File: src/include/rv_alu_defs.svh
`ifndef RV_ALU_DEFS_SVH
`define RV_ALU_DEFS_SVH

// Datapath width
`define RV_XLEN 32

// Major opcodes, instr[6:0]
`define RV_OPC_OP     7'b0110011
`define RV_OPC_OP_IMM 7'b0010011

// funct3, instr[14:12]
`define RV_F3_ADD_SUB 3'b000
`define RV_F3_SLL     3'b001
`define RV_F3_SLT     3'b010
`define RV_F3_SLTU    3'b011
`define RV_F3_XOR     3'b100
`define RV_F3_SRL_SRA 3'b101
`define RV_F3_OR      3'b110
`define RV_F3_AND     3'b111

// funct7, instr[31:25]
`define RV_F7_BASE 7'b0000000
`define RV_F7_ALT  7'b0100000  // SUB and SRA/SRAI

// AXI4-Lite byte address width, five words mapped
`define RV_AXIL_AW 5

`endif

File: src/hdl/rv_alu_pkg.sv
`default_nettype none

`include "rv_alu_defs.svh"

package rv_alu_pkg;

    // ALU function, one per RV32I integer op
    typedef enum logic [3:0] {
        fn_add  = 4'd0,
        fn_sub  = 4'd1,
        fn_sll  = 4'd2,
        fn_slt  = 4'd3,
        fn_sltu = 4'd4,
        fn_xor  = 4'd5,
        fn_srl  = 4'd6,
        fn_sra  = 4'd7,
        fn_or   = 4'd8,
        fn_and  = 4'd9
    } alu_fn_e;

    // Decode to execute
    typedef struct packed {
        alu_fn_e              fn;
        logic [`RV_XLEN-1:0]  op_a;     // rs1
        logic [`RV_XLEN-1:0]  op_b;     // rs2 or sign-extended imm
        logic                 illegal;
        logic                 valid;
    } alu_op_t;

    // Execute to result
    typedef struct packed {
        logic [`RV_XLEN-1:0]  value;
        logic                 illegal;
        logic                 valid;
    } alu_res_t;

    // Word index of the host registers, byte address >> 2
    typedef enum logic [2:0] {
        reg_rs1    = 3'd0,  // 0x00
        reg_rs2    = 3'd1,  // 0x04
        reg_instr  = 3'd2,  // 0x08, write issues an op
        reg_result = 3'd3,  // 0x0C, RO
        reg_status = 3'd4   // 0x10, RO
    } alu_reg_e;

endpackage

`default_nettype wire

File: src/hdl/rv_alu_decode.sv
`timescale 1ns/1ns
`default_nettype none

`include "rv_alu_defs.svh"

module rv_alu_decode import rv_alu_pkg::*; (
    input  logic                clk,
    input  logic                arst_n,
    input  logic [`RV_XLEN-1:0] instr,
    input  logic [`RV_XLEN-1:0] rs1,
    input  logic [`RV_XLEN-1:0] rs2,
    input  logic                issue,   // One-cycle start pulse
    output alu_op_t             op
);

    logic [6:0]          opcode;
    logic [2:0]          funct3;
    logic [6:0]          funct7;
    logic [`RV_XLEN-1:0] imm_i;     // I-type immediate, sign extended
    alu_fn_e             fn_d;
    logic [`RV_XLEN-1:0] op_b_d;
    logic                illegal_d;

    alu_fn_e             fn_q;
    logic [`RV_XLEN-1:0] op_a_q;
    logic [`RV_XLEN-1:0] op_b_q;
    logic                illegal_q;
    logic                valid_q;

    assign opcode = instr[6:0];
    assign funct3 = instr[14:12];
    assign funct7 = instr[31:25];       // Also imm[11:5] of shift-immediates
    assign imm_i  = {{(`RV_XLEN-12){instr[31]}}, instr[31:20]};

    always_comb begin
        fn_d      = fn_add;                // Harmless default for illegal ops
        op_b_d    = rs2;
        illegal_d = 1'b0;
        case (opcode)
            `RV_OPC_OP: begin
                case (funct3)
                    `RV_F3_ADD_SUB: fn_d = (funct7 == `RV_F7_ALT) ? fn_sub : fn_add;
                    `RV_F3_SLL:     fn_d = fn_sll;
                    `RV_F3_SLT:     fn_d = fn_slt;
                    `RV_F3_SLTU:    fn_d = fn_sltu;
                    `RV_F3_XOR:     fn_d = fn_xor;
                    `RV_F3_SRL_SRA: fn_d = (funct7 == `RV_F7_ALT) ? fn_sra : fn_srl;
                    `RV_F3_OR:      fn_d = fn_or;
                    default:        fn_d = fn_and;
                endcase
                if (funct7 == `RV_F7_ALT) begin
                    // Alt form only exists for SUB and SRA
                    illegal_d = (funct3 != `RV_F3_ADD_SUB) && (funct3 != `RV_F3_SRL_SRA);
                end else if (funct7 != `RV_F7_BASE) begin
                    illegal_d = 1'b1;              // e.g. M extension
                end
            end
            `RV_OPC_OP_IMM: begin
                op_b_d = imm_i;                    // Shifts only look at [4:0]
                case (funct3)
                    `RV_F3_ADD_SUB: fn_d = fn_add;      // No SUBI
                    `RV_F3_SLL: begin
                        fn_d      = fn_sll;
                        illegal_d = (funct7 != `RV_F7_BASE);
                    end
                    `RV_F3_SLT:     fn_d = fn_slt;
                    `RV_F3_SLTU:    fn_d = fn_sltu;
                    `RV_F3_XOR:     fn_d = fn_xor;
                    `RV_F3_SRL_SRA: begin
                        fn_d      = (funct7 == `RV_F7_ALT) ? fn_sra : fn_srl;
                        illegal_d = (funct7 != `RV_F7_BASE) && (funct7 != `RV_F7_ALT);
                    end
                    `RV_F3_OR:      fn_d = fn_or;
                    default:        fn_d = fn_and;
                endcase
            end
            default: illegal_d = 1'b1;         // Loads, branches, LUI etc
        endcase
    end

    // Operand payload, captured on issue only
    always_ff @(posedge clk) begin
        if (issue) begin
            fn_q   <= fn_d;
            op_a_q <= rs1;
            op_b_q <= op_b_d;
        end
    end

    always_ff @(posedge clk or negedge arst_n) begin
        if (!arst_n) begin
            valid_q   <= 1'b0;
            illegal_q <= 1'b0;
        end else begin
            valid_q   <= issue;
            illegal_q <= issue && illegal_d;
        end
    end

    assign op = '{fn: fn_q, op_a: op_a_q, op_b: op_b_q, illegal: illegal_q, valid: valid_q};

    // A legal op came from OP or OP-IMM, and SUB only from OP
    a_legal_src: assert property (@(posedge clk) disable iff (!arst_n)
        valid_q && !illegal_q |-> $past(opcode) inside {`RV_OPC_OP, `RV_OPC_OP_IMM});
    a_sub_op_only: assert property (@(posedge clk) disable iff (!arst_n)
        valid_q && !illegal_q && fn_q == fn_sub |-> $past(opcode) == `RV_OPC_OP);

endmodule

`default_nettype wire

File: src/hdl/rv_alu_execute.sv
`timescale 1ns/1ns
`default_nettype none

`include "rv_alu_defs.svh"

module rv_alu_execute import rv_alu_pkg::*; (
    input  logic     clk,
    input  logic     arst_n,
    input  alu_op_t  op,
    output alu_res_t res
);

    logic [4:0]          shamt;       // Low five bits of op_b
    logic [`RV_XLEN-1:0] alu_val;
    logic [`RV_XLEN-1:0] value_q;
    logic                illegal_q;
    logic                valid_q;

    assign shamt = op.op_b[4:0];

    always_comb begin
        case (op.fn)
            fn_add:  alu_val = op.op_a + op.op_b;
            fn_sub:  alu_val = op.op_a - op.op_b;
            fn_sll:  alu_val = op.op_a << shamt;           // Zero fill
            fn_slt:  alu_val = ($signed(op.op_a) < $signed(op.op_b)) ? 32'd1 : 32'd0;
            fn_sltu: alu_val = (op.op_a < op.op_b) ? 32'd1 : 32'd0;
            fn_xor:  alu_val = op.op_a ^ op.op_b;
            fn_srl:  alu_val = op.op_a >> shamt;
            fn_sra:  alu_val = $unsigned($signed(op.op_a) >>> shamt);  // Sign fill
            fn_or:   alu_val = op.op_a | op.op_b;
            fn_and:  alu_val = op.op_a & op.op_b;
            default: alu_val = '0;                         // Unused enum codes
        endcase
    end

    // Result word, loaded only for a valid op
    always_ff @(posedge clk) begin
        if (op.valid) begin
            value_q <= op.illegal ? '0 : alu_val;          // Illegal reads back zero
        end
    end

    always_ff @(posedge clk or negedge arst_n) begin
        if (!arst_n) begin
            valid_q   <= 1'b0;
            illegal_q <= 1'b0;
        end else begin
            valid_q   <= op.valid;
            illegal_q <= op.valid && op.illegal;
        end
    end

    assign res = '{value: value_q, illegal: illegal_q, valid: valid_q};

endmodule

`default_nettype wire

File: src/hdl/rv_alu_result.sv
`timescale 1ns/1ns
`default_nettype none

`include "rv_alu_defs.svh"

module rv_alu_result import rv_alu_pkg::*; (
    input  logic                clk,
    input  logic                arst_n,
    input  alu_res_t            res,
    output logic [`RV_XLEN-1:0] result_value,   // Last completed value
    output logic                illegal_flag,   // Sticky until reset
    output logic [15:0]         done_count      // Wraps at 16 bits
);

    always_ff @(posedge clk or negedge arst_n) begin
        if (!arst_n) begin
            result_value <= '0;
            illegal_flag <= 1'b0;
            done_count   <= '0;
        end else if (res.valid) begin
            result_value <= res.value;
            illegal_flag <= illegal_flag | res.illegal;
            done_count   <= done_count + 16'd1;
        end
    end

    // Count only moves after a valid result
    a_count_on_valid: assert property (@(posedge clk) disable iff (!arst_n)
        $changed(done_count) |-> $past(res.valid));

endmodule

`default_nettype wire

File: src/hdl/rv_alu_axil_regs.sv
`timescale 1ns/1ns
`default_nettype none

`include "rv_alu_defs.svh"

module rv_alu_axil_regs import rv_alu_pkg::*; (
    input  logic                   clk,
    input  logic                   arst_n,
    input  logic [`RV_AXIL_AW-1:0] awaddr,
    input  logic                   awvalid,
    output logic                   awready,
    input  logic [`RV_XLEN-1:0]    wdata,
    input  logic [3:0]             wstrb,
    input  logic                   wvalid,
    output logic                   wready,
    output logic [1:0]             bresp,
    output logic                   bvalid,
    input  logic                   bready,
    input  logic [`RV_AXIL_AW-1:0] araddr,
    input  logic                   arvalid,
    output logic                   arready,
    output logic [`RV_XLEN-1:0]    rdata,
    output logic [1:0]             rresp,
    output logic                   rvalid,
    input  logic                   rready,
    output logic [`RV_XLEN-1:0]    instr,
    output logic [`RV_XLEN-1:0]    rs1,
    output logic [`RV_XLEN-1:0]    rs2,
    output logic                   issue,
    input  logic [`RV_XLEN-1:0]    result_value,
    input  logic                   illegal_flag,
    input  logic [15:0]            done_count
);

    logic                wr_rdy_q;      // Shared AW/W ready pulse
    logic                wr_fire;
    logic                wr_en;         // Aligned full-word write
    logic                rd_fire;
    alu_reg_e            wr_reg;
    alu_reg_e            rd_reg;
    logic [`RV_XLEN-1:0] rd_data;

    assign awready = wr_rdy_q;
    assign wready  = wr_rdy_q;
    assign bresp   = 2'b00;             // Always OKAY
    assign rresp   = 2'b00;

    assign wr_fire = awvalid && awready && wvalid && wready;
    assign rd_fire = arvalid && arready;
    assign wr_reg  = alu_reg_e'(awaddr[4:2]);
    assign rd_reg  = alu_reg_e'(araddr[4:2]);
    assign wr_en   = wr_fire && (awaddr[1:0] == 2'b00) && (&wstrb);

    always_ff @(posedge clk or negedge arst_n) begin
        if (!arst_n) begin
            wr_rdy_q <= 1'b0;
            bvalid   <= 1'b0;
            arready  <= 1'b0;
            rvalid   <= 1'b0;
            issue    <= 1'b0;
        end else begin
            wr_rdy_q <= awvalid && wvalid && !wr_rdy_q && !bvalid;  // Both valid, no B pending
            arready  <= arvalid && !arready && !rvalid;
            issue    <= wr_en && (wr_reg == reg_instr);
            if (wr_fire) begin
                bvalid <= 1'b1;
            end else if (bready) begin
                bvalid <= 1'b0;
            end
            if (rd_fire) begin
                rvalid <= 1'b1;
            end else if (rready) begin
                rvalid <= 1'b0;
            end
        end
    end

    // Host registers; RO and unmapped writes fall through
    always_ff @(posedge clk) begin
        if (wr_en) begin
            case (wr_reg)
                reg_rs1:   rs1   <= wdata;
                reg_rs2:   rs2   <= wdata;
                reg_instr: instr <= wdata;   // issue follows from the same write
                default: ;
            endcase
        end
    end

    always_comb begin
        rd_data = '0;                          // Unmapped and misaligned read zero
        if (araddr[1:0] == 2'b00) begin
            case (rd_reg)
                reg_rs1:    rd_data = rs1;
                reg_rs2:    rd_data = rs2;
                reg_instr:  rd_data = instr;
                reg_result: rd_data = result_value;
                reg_status: rd_data = {done_count, 15'd0, illegal_flag};
                default:    rd_data = '0;
            endcase
        end
    end

    // Read data held with rvalid
    always_ff @(posedge clk) begin
        if (rd_fire) begin
            rdata <= rd_data;
        end
    end

    a_bvalid_hold: assert property (@(posedge clk) disable iff (!arst_n)
        bvalid && !bready |=> bvalid);

endmodule

`default_nettype wire

File: src/hdl/rv_alu_top.sv
`timescale 1ns/1ns
`default_nettype none

`include "rv_alu_defs.svh"

module rv_alu_top import rv_alu_pkg::*; (
    input  logic                   clk,
    input  logic                   arst_n,
    input  logic [`RV_AXIL_AW-1:0] awaddr,
    input  logic                   awvalid,
    output logic                   awready,
    input  logic [`RV_XLEN-1:0]    wdata,
    input  logic [3:0]             wstrb,
    input  logic                   wvalid,
    output logic                   wready,
    output logic [1:0]             bresp,
    output logic                   bvalid,
    input  logic                   bready,
    input  logic [`RV_AXIL_AW-1:0] araddr,
    input  logic                   arvalid,
    output logic                   arready,
    output logic [`RV_XLEN-1:0]    rdata,
    output logic [1:0]             rresp,
    output logic                   rvalid,
    input  logic                   rready
);

    logic [`RV_XLEN-1:0] instr;
    logic [`RV_XLEN-1:0] rs1;
    logic [`RV_XLEN-1:0] rs2;
    logic                issue;         // AXI block to decode
    alu_op_t             op;            // Decode to execute
    alu_res_t            res;           // Execute to result
    logic [`RV_XLEN-1:0] result_value;
    logic                illegal_flag;
    logic [15:0]         done_count;

    rv_alu_axil_regs i_axil_regs (
        .clk, .arst_n,
        .awaddr, .awvalid, .awready,
        .wdata, .wstrb, .wvalid, .wready,
        .bresp, .bvalid, .bready,
        .araddr, .arvalid, .arready,
        .rdata, .rresp, .rvalid, .rready,
        .instr, .rs1, .rs2, .issue,
        .result_value, .illegal_flag, .done_count
    );

    rv_alu_decode i_decode (
        .clk, .arst_n, .instr, .rs1, .rs2, .issue, .op
    );

    rv_alu_execute i_execute (
        .clk, .arst_n, .op, .res
    );

    rv_alu_result i_result (
        .clk, .arst_n, .res, .result_value, .illegal_flag, .done_count
    );

endmodule

`default_nettype wire

File: config.mk
export PLATFORM = sky130hd
export DESIGN_NAME = rv_alu_top
export DESIGN_NICKNAME = d
export VERILOG_FILES = /design/src/hdl/rv_alu_pkg.sv /design/src/hdl/rv_alu_decode.sv /design/src/hdl/rv_alu_execute.sv /design/src/hdl/rv_alu_result.sv /design/src/hdl/rv_alu_axil_regs.sv /design/src/hdl/rv_alu_top.sv
export VERILOG_INCLUDE_DIRS = /design/src /design/src/include
export SDC_FILE = /design/constraint.sdc
export NUM_CORES = 1
export LEC_CHECK = 0
export BUFFER_PORTS_ARGS = -buffer_cell sky130_fd_sc_hd__buf_2
export CAP_MARGIN = 0
export CORE_MARGIN = 1
export CORE_UTILIZATION = 31
export DETAILED_ROUTE_END_ITERATION = 8
export SLEW_MARGIN = 20
export SYNTH_ARGS = -nofsm -noshare
export SYNTH_HDL_FRONTEND = slang
export SYNTH_SLANG_ARGS = --single-unit
File: constraint.sdc
create_clock -name clk -period 4.5 [get_ports clk]
set_input_delay 0.675 -clock clk [delete_from_list [all_inputs] [get_ports clk]]
set_output_delay 0.675 -clock clk [all_outputs]
set_load 0.03 [all_outputs]
Word-level counts from Yosys, hierarchy flattened
Index checks and enable logic that the tools add are counted.
{ "totals": {"ff_bits": 286, "latch_bits": 0, "ram_bits": 0, "romBits": 0, "out_inout_bits": 41, "elab_cells": 110, "n_memories": 0} }
{ "op_classes": {"add_sub_neg": 3, "n_mul": 0, "div": 0, "order_cmp": 2, "n_eq_ne": 26, "shift": 3, "mux": 18, "bitwise": 4, "reduce_logical": 34} }
{ "op_table": {"columns": ["operator", "count"], "rows": [
  ["$pmux 32 s10", 1],
  ["$pmux 32 s5", 1],
  ["$lt 32x32->1", 2],
  ["$pmux 4 s7", 2],
  ["$add 32x32->32", 1],
  ["$and 32x32->32", 1],
  ["$mux 32", 1],
  ["$or 32x32->32", 1],
  ["$shl 32x5->32", 1],
  ["$shr 32x5->32", 1],
  ["$sshr 32x5->32", 1],
  ["$sub 32x32->32", 1],
  ["$xor 32x32->32", 1],
  ["$add 16x1->16 const B", 1],
  ["$eq 4x3->1 const B", 4],
  ["$logic_and 1x1->1", 16],
  ["$eq 3x2->1 const B", 5],
  ["$eq 7x6->1 const B", 2],
  ["$eq 3x3->1 const B", 4],
  ["$mux 1", 10],
  ["$eq 3x1->1 const B", 3],
  ["$logic_not 3->1", 3],
  ["$eq 4x2->1 const B", 2],
  ["$eq 4x4->1 const B", 2],
  ["other kinds (15)", 23]
]} }

Logic depth before layout (Yosys ltp)
Gate-level depths: netlist of run 1.
{ "logic_depth": {"word_depth": 6, "mapped_depth": 16, "depth_no_buf": 14} }

Modules after synthesis
Synthesis of run 1 repeated with hierarchy kept, for this count alone.
{ "hier_totals": {"hier_cells": 1934, "area_unflattened_um2": 19982.9} }
{ "by_module_without_submodules": {"columns": ["module", "n_inst", "cells_each", "area_each_um2"], "rows": [
  ["rv_alu_execute", 1, 1318, 9791.9],
  ["rv_alu_axil_regs", 1, 352, 5632.9],
  ["rv_alu_decode", 1, 139, 2643.8],
  ["rv_alu_result", 1, 125, 1914.3]
]} }

Least setup slack after synthesis of run 1
OpenSTA, ideal clock, no wires.
{ "synth_path": {"path_type": "flip-flop to flip-flop", "from": "register i_decode.op_b_q[2]", "to": "register i_execute.value_q[28] (data pin)", "setup_ns": 0.264, "t_arrival_ns": 4.080, "t_required_ns": 4.236, "setup_slack_ns": 0.157, "stages_incl_launch_ff": 17, "cell_sequence": "edfxtp_1 clkbuf_1 inv_2 buf_1 clkbuf_1 ha_1 clkbuf_1 a211oi_1 nor4b_1 nor4b_1 o211ai_1 a221oi_1 o31ai_1 a211oi_1 a21oi_1 xnor2_1 o21ai_0"} }
{ "synth_between": {"elab_chain_len": 2} }
{ "synth_rtl": {"columns": ["item", "line_no", "rtl"], "rows": [
  ["start, declared", "rv_alu_decode.sv:26", "logic [`RV_XLEN-1:0] op_b_q;"],
  ["start signal, assigned", "rv_alu_decode.sv:86", "op_b_q <= op_b_d;"],
  ["$sub 32x32->32, or another cell as far along", "rv_alu_execute.sv:24", "fn_sub: alu_val = op.op_a - op.op_b;"],
  ["$pmux 32 s10 *", "rv_alu_execute.sv:22", "case (op.fn)"],
  ["end signal, assigned", "rv_alu_execute.sv:40", "value_q <= op.illegal ? '0 : alu_val;"],
  ["end, declared", "rv_alu_execute.sv:15", "logic [`RV_XLEN-1:0] value_q;"]
]} }
Every way passes the cells marked *; elsewhere a longest branch is shown, timed or not.
A chain may end at the register's enable or synchronous reset.

Final worst setup path of run 1
{ "layout_path": {"from": "register i_decode.op_a_q[0]", "to": "register i_execute.value_q[26] (data pin)"} }
{ "layout_between": {"elab_chain_len": 2} }
{ "layout_rtl": {"columns": ["item", "line_no", "rtl"], "rows": [
  ["start, declared", "rv_alu_decode.sv:25", "logic [`RV_XLEN-1:0] op_a_q;"],
  ["start signal, assigned", "rv_alu_decode.sv:85", "op_a_q <= rs1;"],
  ["$sub 32x32->32, or another cell as far along", "rv_alu_execute.sv:24", null],
  ["$pmux 32 s10 *", "rv_alu_execute.sv:22", null]
]} }
Marks and branches as above.

==> flow_metrics.tcl, run 1 <==
set metrics [dict create \
    rsz0062_at_grt "no" \
    ys_types 76 \
    path_class "reg2reg" \
    num_rows 90 \
    htreeDepth 1 \
    post-route-period-util_pct 93.7 \
    ys_ff_latch 286 \
    grt_busiest_layer "met2" \
    syn_area_um2 19100 \
    min_path_type "in2reg" \
    drc_errors 0 \
    yosysSeqAreaShare_pct 43.4 \
    drive_above_1_share_pct 15.8 \
    worst_setup_path_start_kind "flop" \
    grt_pass1_vias 15102 \
    cts_setup_buffers 0 \
    required_ps 4770 \
    coreArea_um2 60600 \
    clock-sinks 286 \
    cts_tree "yes" \
    die_x_um 250 \
    start_util_pct 31.5 \
    vias 15818 \
    grt_pass1_wl_mm 103 \
    nets 2069 \
    worstSkewPairLatency_ps 580 \
    hold_viol_final 0 \
    clockBufferDepth 3 \
    routedWlPerCell_um 25.9 \
    fmax_mhz 237 \
    fin_worst_skew_ps 39.5 \
    synth_common_cells "edfxtp_1, nor2_1, o21ai_0" \
    clk_pin_slew_worst_paths_ps 70 \
    fin_crit_ps 4220 \
    drt-initial-drc-count 1701 \
    drv_cap 0 \
    grt_usage_pct 22.0 \
    outcome "finished clean" \
    critPathMaxFanout 4 \
    use_met1_pct 30.6 \
    netlist.area_leader.share_pct 35.8 \
    setup_viol 0 \
    ys.flop_type "edfxtp_1" \
    port_buffers 89 \
    grt_util_met2_pct 35.0 \
    num_io_pins 94 \
    post-synth-top-count-cell "edfxtp_1" \
    grt_max_degree 71 \
    via_per_inst 5.82 \
    power.density_nw_per_um2 256 \
    root_buffer "clkbuf_16" \
    yosysTopAreaCell "edfxtp_1" \
    synth_area_leaders "edfxtp_1, dfrtp_1, ha_1, mux2i_1, mux4_2" \
    synth_edf_count 228 \
    p_leak_nw 8.43 \
    timing.slew.headroom_pct 31.4 \
    drt_wl_total_mm 70.5 \
    setup_tns_ps 0 \
    endpoint_kind "flop" \
    worst_pin_slew_ps 1030 \
    drt_pass1_iterations 5 \
    slew_viol_final 0 \
    drtAntennaViolNets 0 \
    syn-instance-count 1873 \
    routabilityCongestion 0.944 \
    synth.avg_cell_area_um2 10.2 \
    cts_buffers 29 \
    die_h_um 250 \
    arrival_ps 4480 \
    yosys_warnings 0 \
    use_met3_pct 3.19 \
    post-dp-hpwl_mm 52.8 \
    nFillCells 6070 \
    synthArstFlopShare_pct 20.3 \
    whs_ps 318 \
    areaGrowthSynthToFinish_pct 12.1 \
    overflow 0 \
    die_area_um2 62600 \
    antenna_found_initial 5 \
    ir_drop_uv 351 \
]
-- power by group --
group | internal (mW) | switching, mW
clock | 1.38 | 1.05
sequential | 2.86 | 0.00606
combinational | 0.0619 | 0.134
-- routing by layer --
metal	vias up	part of all wire (%)
met5	-	0.033
li1	7068	-
met3	121	7.7
met2	714	46
met4	4	3.4
met1	7911	43
-- layout make-up --
cell class | count | area, um2 | area share, %
multi-input combinational | 1348 | 9910 | 46.3
sequential | 286 | 8300 | 38.8
tap | 782 | 978 | 4.57
timing repair buffer | 145 | 893 | 4.17
clock buffer | 40 | 817 | 3.82
inverter | 103 | 387 | 1.81
clock inverter | 13 | 123 | 0.573
antenna | 1 | 2.50 | 0.0117
-- sequential cells by signal (all words and copies together), names as in the netlist, 4 cells and up --
name,count
i_decode.op_b_q,32
i_decode.fn_q,4
i_axil_regs.instr,32
i_axil_regs.rs2,32
i_execute.value_q,32
i_result.result_value,32
i_axil_regs.rs1,32
i_decode.op_a_q,32
i_axil_regs.rdata,32
i_result.done_count,16
-- through the flow --
| stage | utilization [%] | area, um2 | setup slack (ps) | instances | power, mW |
|---|---|---|---|---|---|
| after floorplan | - | 19100 | 157 | 1876 | 3.03 |
| after global placement | 33.8 | 20500 | 161 | 2663 | 3.11 |
| after detailed placement | 33.8 | 20500 | 65.2 | 2663 | 3.12 |
| after CTS | 35.3 | 21400 | 31.2 | 2717 | 5.53 |
| after global routing | 35.3 | 21400 | 132 | 2717 | 5.64 |
| final | 35.3 | 21400 | 283 | 2718 | 5.49 |
-- logic make-up (layout without fill, tap and decap cells) --
logic type | Yosys count | after routing | share of synthesized area (%)
xor+xnor | 43 | 43 | 1.97
simple gates | 452 | 452 | 11.1
flops | 286 | 286 | 43.4
buf+inv | 242 | 301 | 4.93
compound gates | 545 | 545 | 18.6
fa+ha+maj | 103 | 103 | 6.82
mux | 201 | 201 | 13.0
other cells | 1 | 5 | 0.0196
-- cells in the final DEF, fill, tap and decap left out, types with 12 or more instances in the layout --
| cell | n |
|---|---|
| edfxtp_1 | 228 |
| nor2_1 | 170 |
| o21ai_0 | 121 |
| a21oi_1 | 115 |
| mux2i_1 | 106 |
| inv_1 | 101 |
| ha_1 | 101 |
| nand2_1 | 98 |
| buf_2 | 89 |
| mux2_2 | 63 |
| dfrtp_1 | 57 |
| buf_4 | 53 |
| o22ai_1 | 46 |
| a21o_1 | 39 |
| a22oi_1 | 39 |
| and2_1 | 36 |
| mux4_2 | 32 |
| a211oi_1 | 32 |
| nor3_1 | 31 |
| xnor2_1 | 30 |
| clkbuf_16 | 29 |
| nand3_1 | 26 |
| a221oi_1 | 26 |
| a31oi_1 | 25 |
| o211ai_1 | 20 |
| nand2b_1 | 13 |
| xor2_1 | 13 |
| nor4_1 | 13 |
| o21bai_1 | 12 |
| or3_1 | 12 |
-- worst paths after layout --
path	start	slack, ps	endpoint	cells after the start
worst max-delay path	i_decode.op_a_q[0]	280	i_execute.value_q[26]	13
worst min-delay path	wdata[26]	320	i_axil_regs.rs1[26]	1
worst max register to register	i_decode.op_a_q[0]	280	i_execute.value_q[26]	13
worst min register to register	i_axil_regs.arready	440	i_axil_regs.arready	1
max in group asynchronous	arst_n	2970	i_result.result_value[26]	3
min in group asynchronous	arst_n	490	i_result.result_value[11]	2
-- critical path: stages (launching register included) --
cell	delay [ps]
edfxtp_1	440
ha_1	270
fa_1	440
a211oi_1	440
nor4b_1	180
nor4b_2	530
o211ai_1	250
a221oi_1	510
buf_4	210
o21bai_1	60
a21oi_1	200
a211oi_1	130
mux2i_1	160
o211ai_1	100
-- repair_timing --
item,in CTS,in global routing
setup endpoints to repair,0,4
hold buffers,1,0
hold endpoints to repair,6,0
gates resized for setup,0,1
(Power assumes the default switching activity.)
==> run 2, diff against run 1 <==
--- a/config.mk
+++ b/config.mk
@@ -8,9 +8,12 @@
 export LEC_CHECK = 0
 export BUFFER_PORTS_ARGS = -buffer_cell sky130_fd_sc_hd__buf_2
 export CAP_MARGIN = 0
+export CELL_PAD_IN_SITES_DETAIL_PLACEMENT = 0
+export CELL_PAD_IN_SITES_GLOBAL_PLACEMENT = 1
 export CORE_MARGIN = 1
 export CORE_UTILIZATION = 31
 export DETAILED_ROUTE_END_ITERATION = 8
+export PLACE_DENSITY_LB_ADDON = 0.1
 export SLEW_MARGIN = 20
 export SYNTH_ARGS = -nofsm -noshare
 export SYNTH_HDL_FRONTEND = slang
==> run 2 against run 1 <==
  * Clock skew is 18 ps lower
  * Sequential power hardly changed
  * Global-route usage is 2.2 points higher
  * Via count is 0.69% lower
  * Core utilization is 0.44 points higher
  * Final cell count is 0.70% higher
  * Wire length is 9.8% higher
  * Worst setup slack better by 84 ps
  * Critical endpoint is now i_execute.value_q[28]
  * Highest routed layer is now met4
==> flow_metrics.tcl, run 2 (synthesis results as in run 1) <==
set metrics [dict create \
    timing.slew.headroom_pct 23.1 \
    port_buffers 89 \
    coreArea_um2 60600 \
    path_class "reg2reg" \
    worst_pin_slew_ps 1120 \
    num_rows 90 \
    die_h_um 250 \
    critPathMaxFanout 4 \
    final_cell_mix "edfxtp_1, nor2_1, o21ai_0, a21oi_1, mux2i_1" \
    routabilityCongestion 0.913 \
    post_cts_resized 0 \
    fin_crit_ps 4130 \
    grt_pass1_vias 15280 \
    p_int_mw 4.66 \
    power.density_nw_per_um2 276 \
    endpoint_kind "flop" \
    min_path_type "in2async" \
    fin_cells 2737 \
    num_io_pins 94 \
    comb_power_share_pct 3.3 \
    areaGrowthSynthToFinish_pct 13.5 \
    routedWlPerCell_um 28.3 \
    clk_pin_slew_worst_paths_ps 60 \
    outcome "finished clean" \
    regToRegSetupSlack_ps 370 \
    cts_tree "yes" \
    drc_errors 0 \
    worst_setup_path_start_kind "flop" \
    drt_wl_total_mm 77.4 \
    nFillCells 6150 \
    preCtsSetupSlack_ps 457 \
    seqCellArea_um2 8300 \
    r2r_start "i_decode.op_b_q[0]" \
    slew_viol_final 0 \
    grt_max_degree 71 \
    critical_path.startpoint "i_decode.op_b_q[0]" \
    cts_setup_buffers 0 \
    placed_cell_area_um2 20500 \
    root_buffer "clkbuf_16" \
    final_cell_area_um2 21700 \
    final_common_cell "edfxtp_1" \
    drive_above_1_share_pct 16.6 \
    reg2reg_depth 14 \
    grt_pass1_wl_mm 111 \
    drv_cap 0 \
    ir_drop_uv 235 \
    die_area_um2 62600 \
    clock-sinks 286 \
    totalPowerFinal_mw 5.97 \
    cts_buffers 34 \
    dp.cells 2673 \
    fin_ws_ps 366 \
    grt_usage_pct 24.2 \
    multi_input_area_um2 9910 \
    via_per_inst 5.74 \
    arrival_ps 4410 \
    p_leak_nw 8.58 \
    drt-initial-drc-count 1599 \
    drt_pass1_iterations 5 \
    nets 2083 \
    required_ps 4770 \
    setup_tns_ps 0 \
    htreeDepth 2 \
    antenna_found_initial 2 \
    vias 15709 \
    whs_ps 211 \
    worstSkewPairLatency_ps 550 \
    clkPwrFrac_pct 48.7 \
    hold_viol_final 0 \
    fin_worst_skew_ps 21.4 \
    post-route-period-util_pct 91.9 \
    hold_buffers 0 \
    start_util_pct 31.5 \
    fmax_mhz 242 \
    fin_util_pct 35.8 \
    drtAntennaViolNets 0 \
    clockBufferDepth 3 \
    overflow 0 \
    die_x_um 250 \
    reg2reg_to "i_execute.value_q[28]" \
    post-dp-hpwl_mm 58.3 \
    setup_viol 0 \
    netSwitchingFraction_pct 22.1 \
    power.switching_mw 1.32 \
    rsz0062_at_grt "no" \
    pwr-share-seq_pct 48.0 \
]
[run 2: cell types whose count changed in the layout (fill, tap and decap cells not counted), sizes merged]
cell	change
buf	+10
dlygate4sd3	-1
inv	-2
clkinvlp	-1
clkbuf	+6
diode	+1
bufinv	+2
clkinv	+4
[run 2: layout make-up]
type	instances	share of cell area, %
timing repair buffer	154	4.31
inverter	103	1.78
multi-input combinational	1348	45.7
clock buffer	46	4.42
antenna	2	0.0231
clock inverter	16	0.958
tap	782	4.51
sequential	286	38.3
[run 2: critical path, stage by stage, from the launching register on]
cell	delay, ps
edfxtp_1	450
ha_1	300
fa_1	460
a211oi_1	510
nor4b_1	190
nor4b_1	360
buf_4	210
o211ai_1	140
a221oi_1	290
buf_4	190
o31ai_1	120
a211oi_1	250
a21oi_1	90
xnor2_1	200
o21ai_0	100
[run 2: worst max path at each step]
stage / endpoint / slack [ps] / cells after the start
CTS: i_execute.value_q[31] / 440 / 11
floorplan: i_execute.value_q[28] / 160 / 16
global route: i_execute.value_q[28] / 150 / 14
finish: i_execute.value_q[28] / 370 / 14
detailed placement: i_execute.value_q[31] / 460 / 11
global placement: i_execute.value_q[31] / 480 / 11
[run 2: metal layers]
layer,GRT usage (%),vias up,routed length [um]
met4,7.17,0,2110
met5,0,-,0
met3,2.61,86,3940
met2,37.4,561,34300
met1,35.5,7951,37000
li1,-,7111,-
[run 2: power groups by stage]
stage                     Sequential (mW)  Clock, mW  Combinational [mW]
after floorplan                      2.95          0              0.0806
after global placement               2.92          0               0.202
after CTS                            2.87       2.97               0.205
after global routing                 2.87       3.05               0.216
after detailed placement             2.92          0               0.204
final                                2.87       2.91               0.200
==> run 3, diff against run 2 <==
--- a/config.mk
+++ b/config.mk
@@ -12,6 +12,7 @@
 export CELL_PAD_IN_SITES_GLOBAL_PLACEMENT = 1
 export CORE_MARGIN = 1
 export CORE_UTILIZATION = 31
+export CTS_BUF_LIST = sky130_fd_sc_hd__clkbuf_16
 export DETAILED_ROUTE_END_ITERATION = 8
 export PLACE_DENSITY_LB_ADDON = 0.1
 export SLEW_MARGIN = 20
==> run 3 against run 2 <==
  * Via count decreased by 0.12%
  * Total power is 1.5% lower
  * Global-route usage is essentially flat
  * Sequential power about the same
  * Critical path depth unchanged
  * Sequential cell count stayed put
  * Core utilization down 0.066 points
  * Wire length is 0.10% lower
  * Sequential share of layout area rose by 0.071 points
  * Clock skew barely moved
  * Clock power decreased by 3%
  * Design area is 0.18% lower
  * Critical endpoint unchanged
  * Largest power group is now registers
  * Highest routed layer unchanged
==> flow_metrics.tcl, run 3 (synthesis results as in run 1) <==
set metrics [dict create \
    drv_cap 0 \
    grt_usage_pct 24.2 \
    drt_pass1_iterations 5 \
    fin_worst_skew_ps 21.6 \
    drt_wl_total_mm 77.3 \
    rsz0062_at_grt "no" \
    multi_input_area_um2 9910 \
    fmax_mhz 244 \
    timing.slew.headroom_pct 28.0 \
    grt_pass1_vias 15284 \
    hold_viol_final 0 \
    cts_buffers 34 \
    final_cell_mix "edfxtp_1, nor2_1, o21ai_0, a21oi_1, inv_1" \
    totalPowerFinal_mw 5.89 \
    cp_cell_sequence "ha_1 -> fa_1 -> a211oi_1 -> nor4b_1 -> nor4b_1 -> buf_4 -> o211ai_1 -> a221oi_1 -> buf_4 -> o31ai_1 -> a211oi_1 -> a21oi_1 -> xnor2_1 -> o21ai_0" \
    antenna_found_initial 2 \
    post-dp-hpwl_mm 58.3 \
    coreArea_um2 60600 \
    port_buffers 89 \
    setup_viol 0 \
    num_rows 90 \
    p_leak_nw 8.58 \
    drive_above_1_share_pct 16.4 \
    arrival_ps 4380 \
    min_path_type "in2async" \
    grt_max_degree 71 \
    clk_pin_slew_worst_paths_ps 60 \
    cts_setup_buffers 0 \
    slew_viol_final 0 \
    start_util_pct 31.5 \
    num_io_pins 94 \
    seqCellArea_um2 8300 \
    endpoint_kind "flop" \
    critPathMaxFanout 4 \
    areaGrowthSynthToFinish_pct 13.3 \
    dp.cells 2673 \
    die_area_um2 62600 \
    drtAntennaViolNets 0 \
    worstSkewPairLatency_ps 550 \
    die_h_um 250 \
    cts_tree "yes" \
    vias 15690 \
    hold_buffers 0 \
    fin_crit_ps 4100 \
    ir_drop_uv 233 \
    overflow 0 \
    via_per_inst 5.73 \
    drc_errors 0 \
    root_buffer "clkbuf_16" \
    worst_setup_path_start_kind "flop" \
    final_common_cell "edfxtp_1" \
    crit_path_max_incr_delay_ps 470 \
    drt-initial-drc-count 1567 \
    nFillCells 6154 \
    clockBufferDepth 3 \
    fin_cells 2737 \
    post-route-period-util_pct 91.2 \
    routabilityCongestion 0.913 \
    setup_tns_ps 0 \
    cp_slowest_cell "a211oi_1" \
    grt_pass1_wl_mm 111 \
    htreeDepth 2 \
    routedWlPerCell_um 28.2 \
    required_ps 4770 \
    outcome "finished clean" \
    nets 2083 \
    path_class "reg2reg" \
    die_x_um 250 \
    post_cts_resized 0 \
    clock-sinks 286 \
    power.density_nw_per_um2 272 \
    worst_pin_slew_ps 1050 \
]
==> run 3: area by class of cell <==
type	instances	share of cell area [%]
clock inverter	27	1.15
sequential	286	38.4
clock buffer	35	4.05
timing repair buffer	154	4.31
antenna	2	0.0231
multi-input combinational	1348	45.8
tap	782	4.52
inverter	103	1.79
==> run 3: worst paths after layout <==
| path | start | to | slack [ps] | cells past startpoint |
|---|---|---|---|---|
| hold / removal | arst_n | i_axil_regs.bvalid | 210 | 1 |
| setup reg to reg | i_decode.op_b_q[0] | i_execute.value_q[28] | 400 | 14 |
| max in group asynchronous | arst_n | i_result.result_value[27] | 3330 | 2 |
| setup / recovery | i_decode.op_b_q[0] | i_execute.value_q[28] | 400 | 14 |
| min in group clk | bready | i_axil_regs.bvalid | 310 | 2 |
| hold reg to reg | i_axil_regs.rs1[17] | i_decode.op_a_q[17] | 450 | 0 |
==> run 3: worst max-delay path: cells and delay by family (launching register included) <==
kind	cells	cell delay, ps
AOI/OAI and AO/OA	7	1460
adders and majority gates	2	760
and+or+nand+nor	2	560
DFF	1	450
buffers and inverters	2	410
xor gates and xnor gates	1	200
==> run 3: stage by stage <==
step	cell area (um2)	setup WS [ps]	hold WS, ps	utilization [%]
2_1_floorplan	19100	157	379	-
3_3_place_gp	20500	481	435	33.9
3_5_place_dp	20500	457	435	33.9
4_1_cts	21600	435	220	35.7
5_1_grt	21600	150	279	35.7
6_report	21600	396	209	35.7
==> run 3: power breakdown <==
part | total [mW] | internal, mW | switching [mW]
clock network | 2.82 | 1.65 | 1.17
registers | 2.87 | 2.86 | 0.00646
logic | 0.200 | 0.0620 | 0.138
==> run 3: layer usage <==
layer,share of wire [%],GRT usage [%],up-vias
met3,5.4,2.61,86
met2,44,37.4,553
li1,-,-,7110
met5,0,0,-
met4,2.8,7.17,0
met1,47,35.5,7941
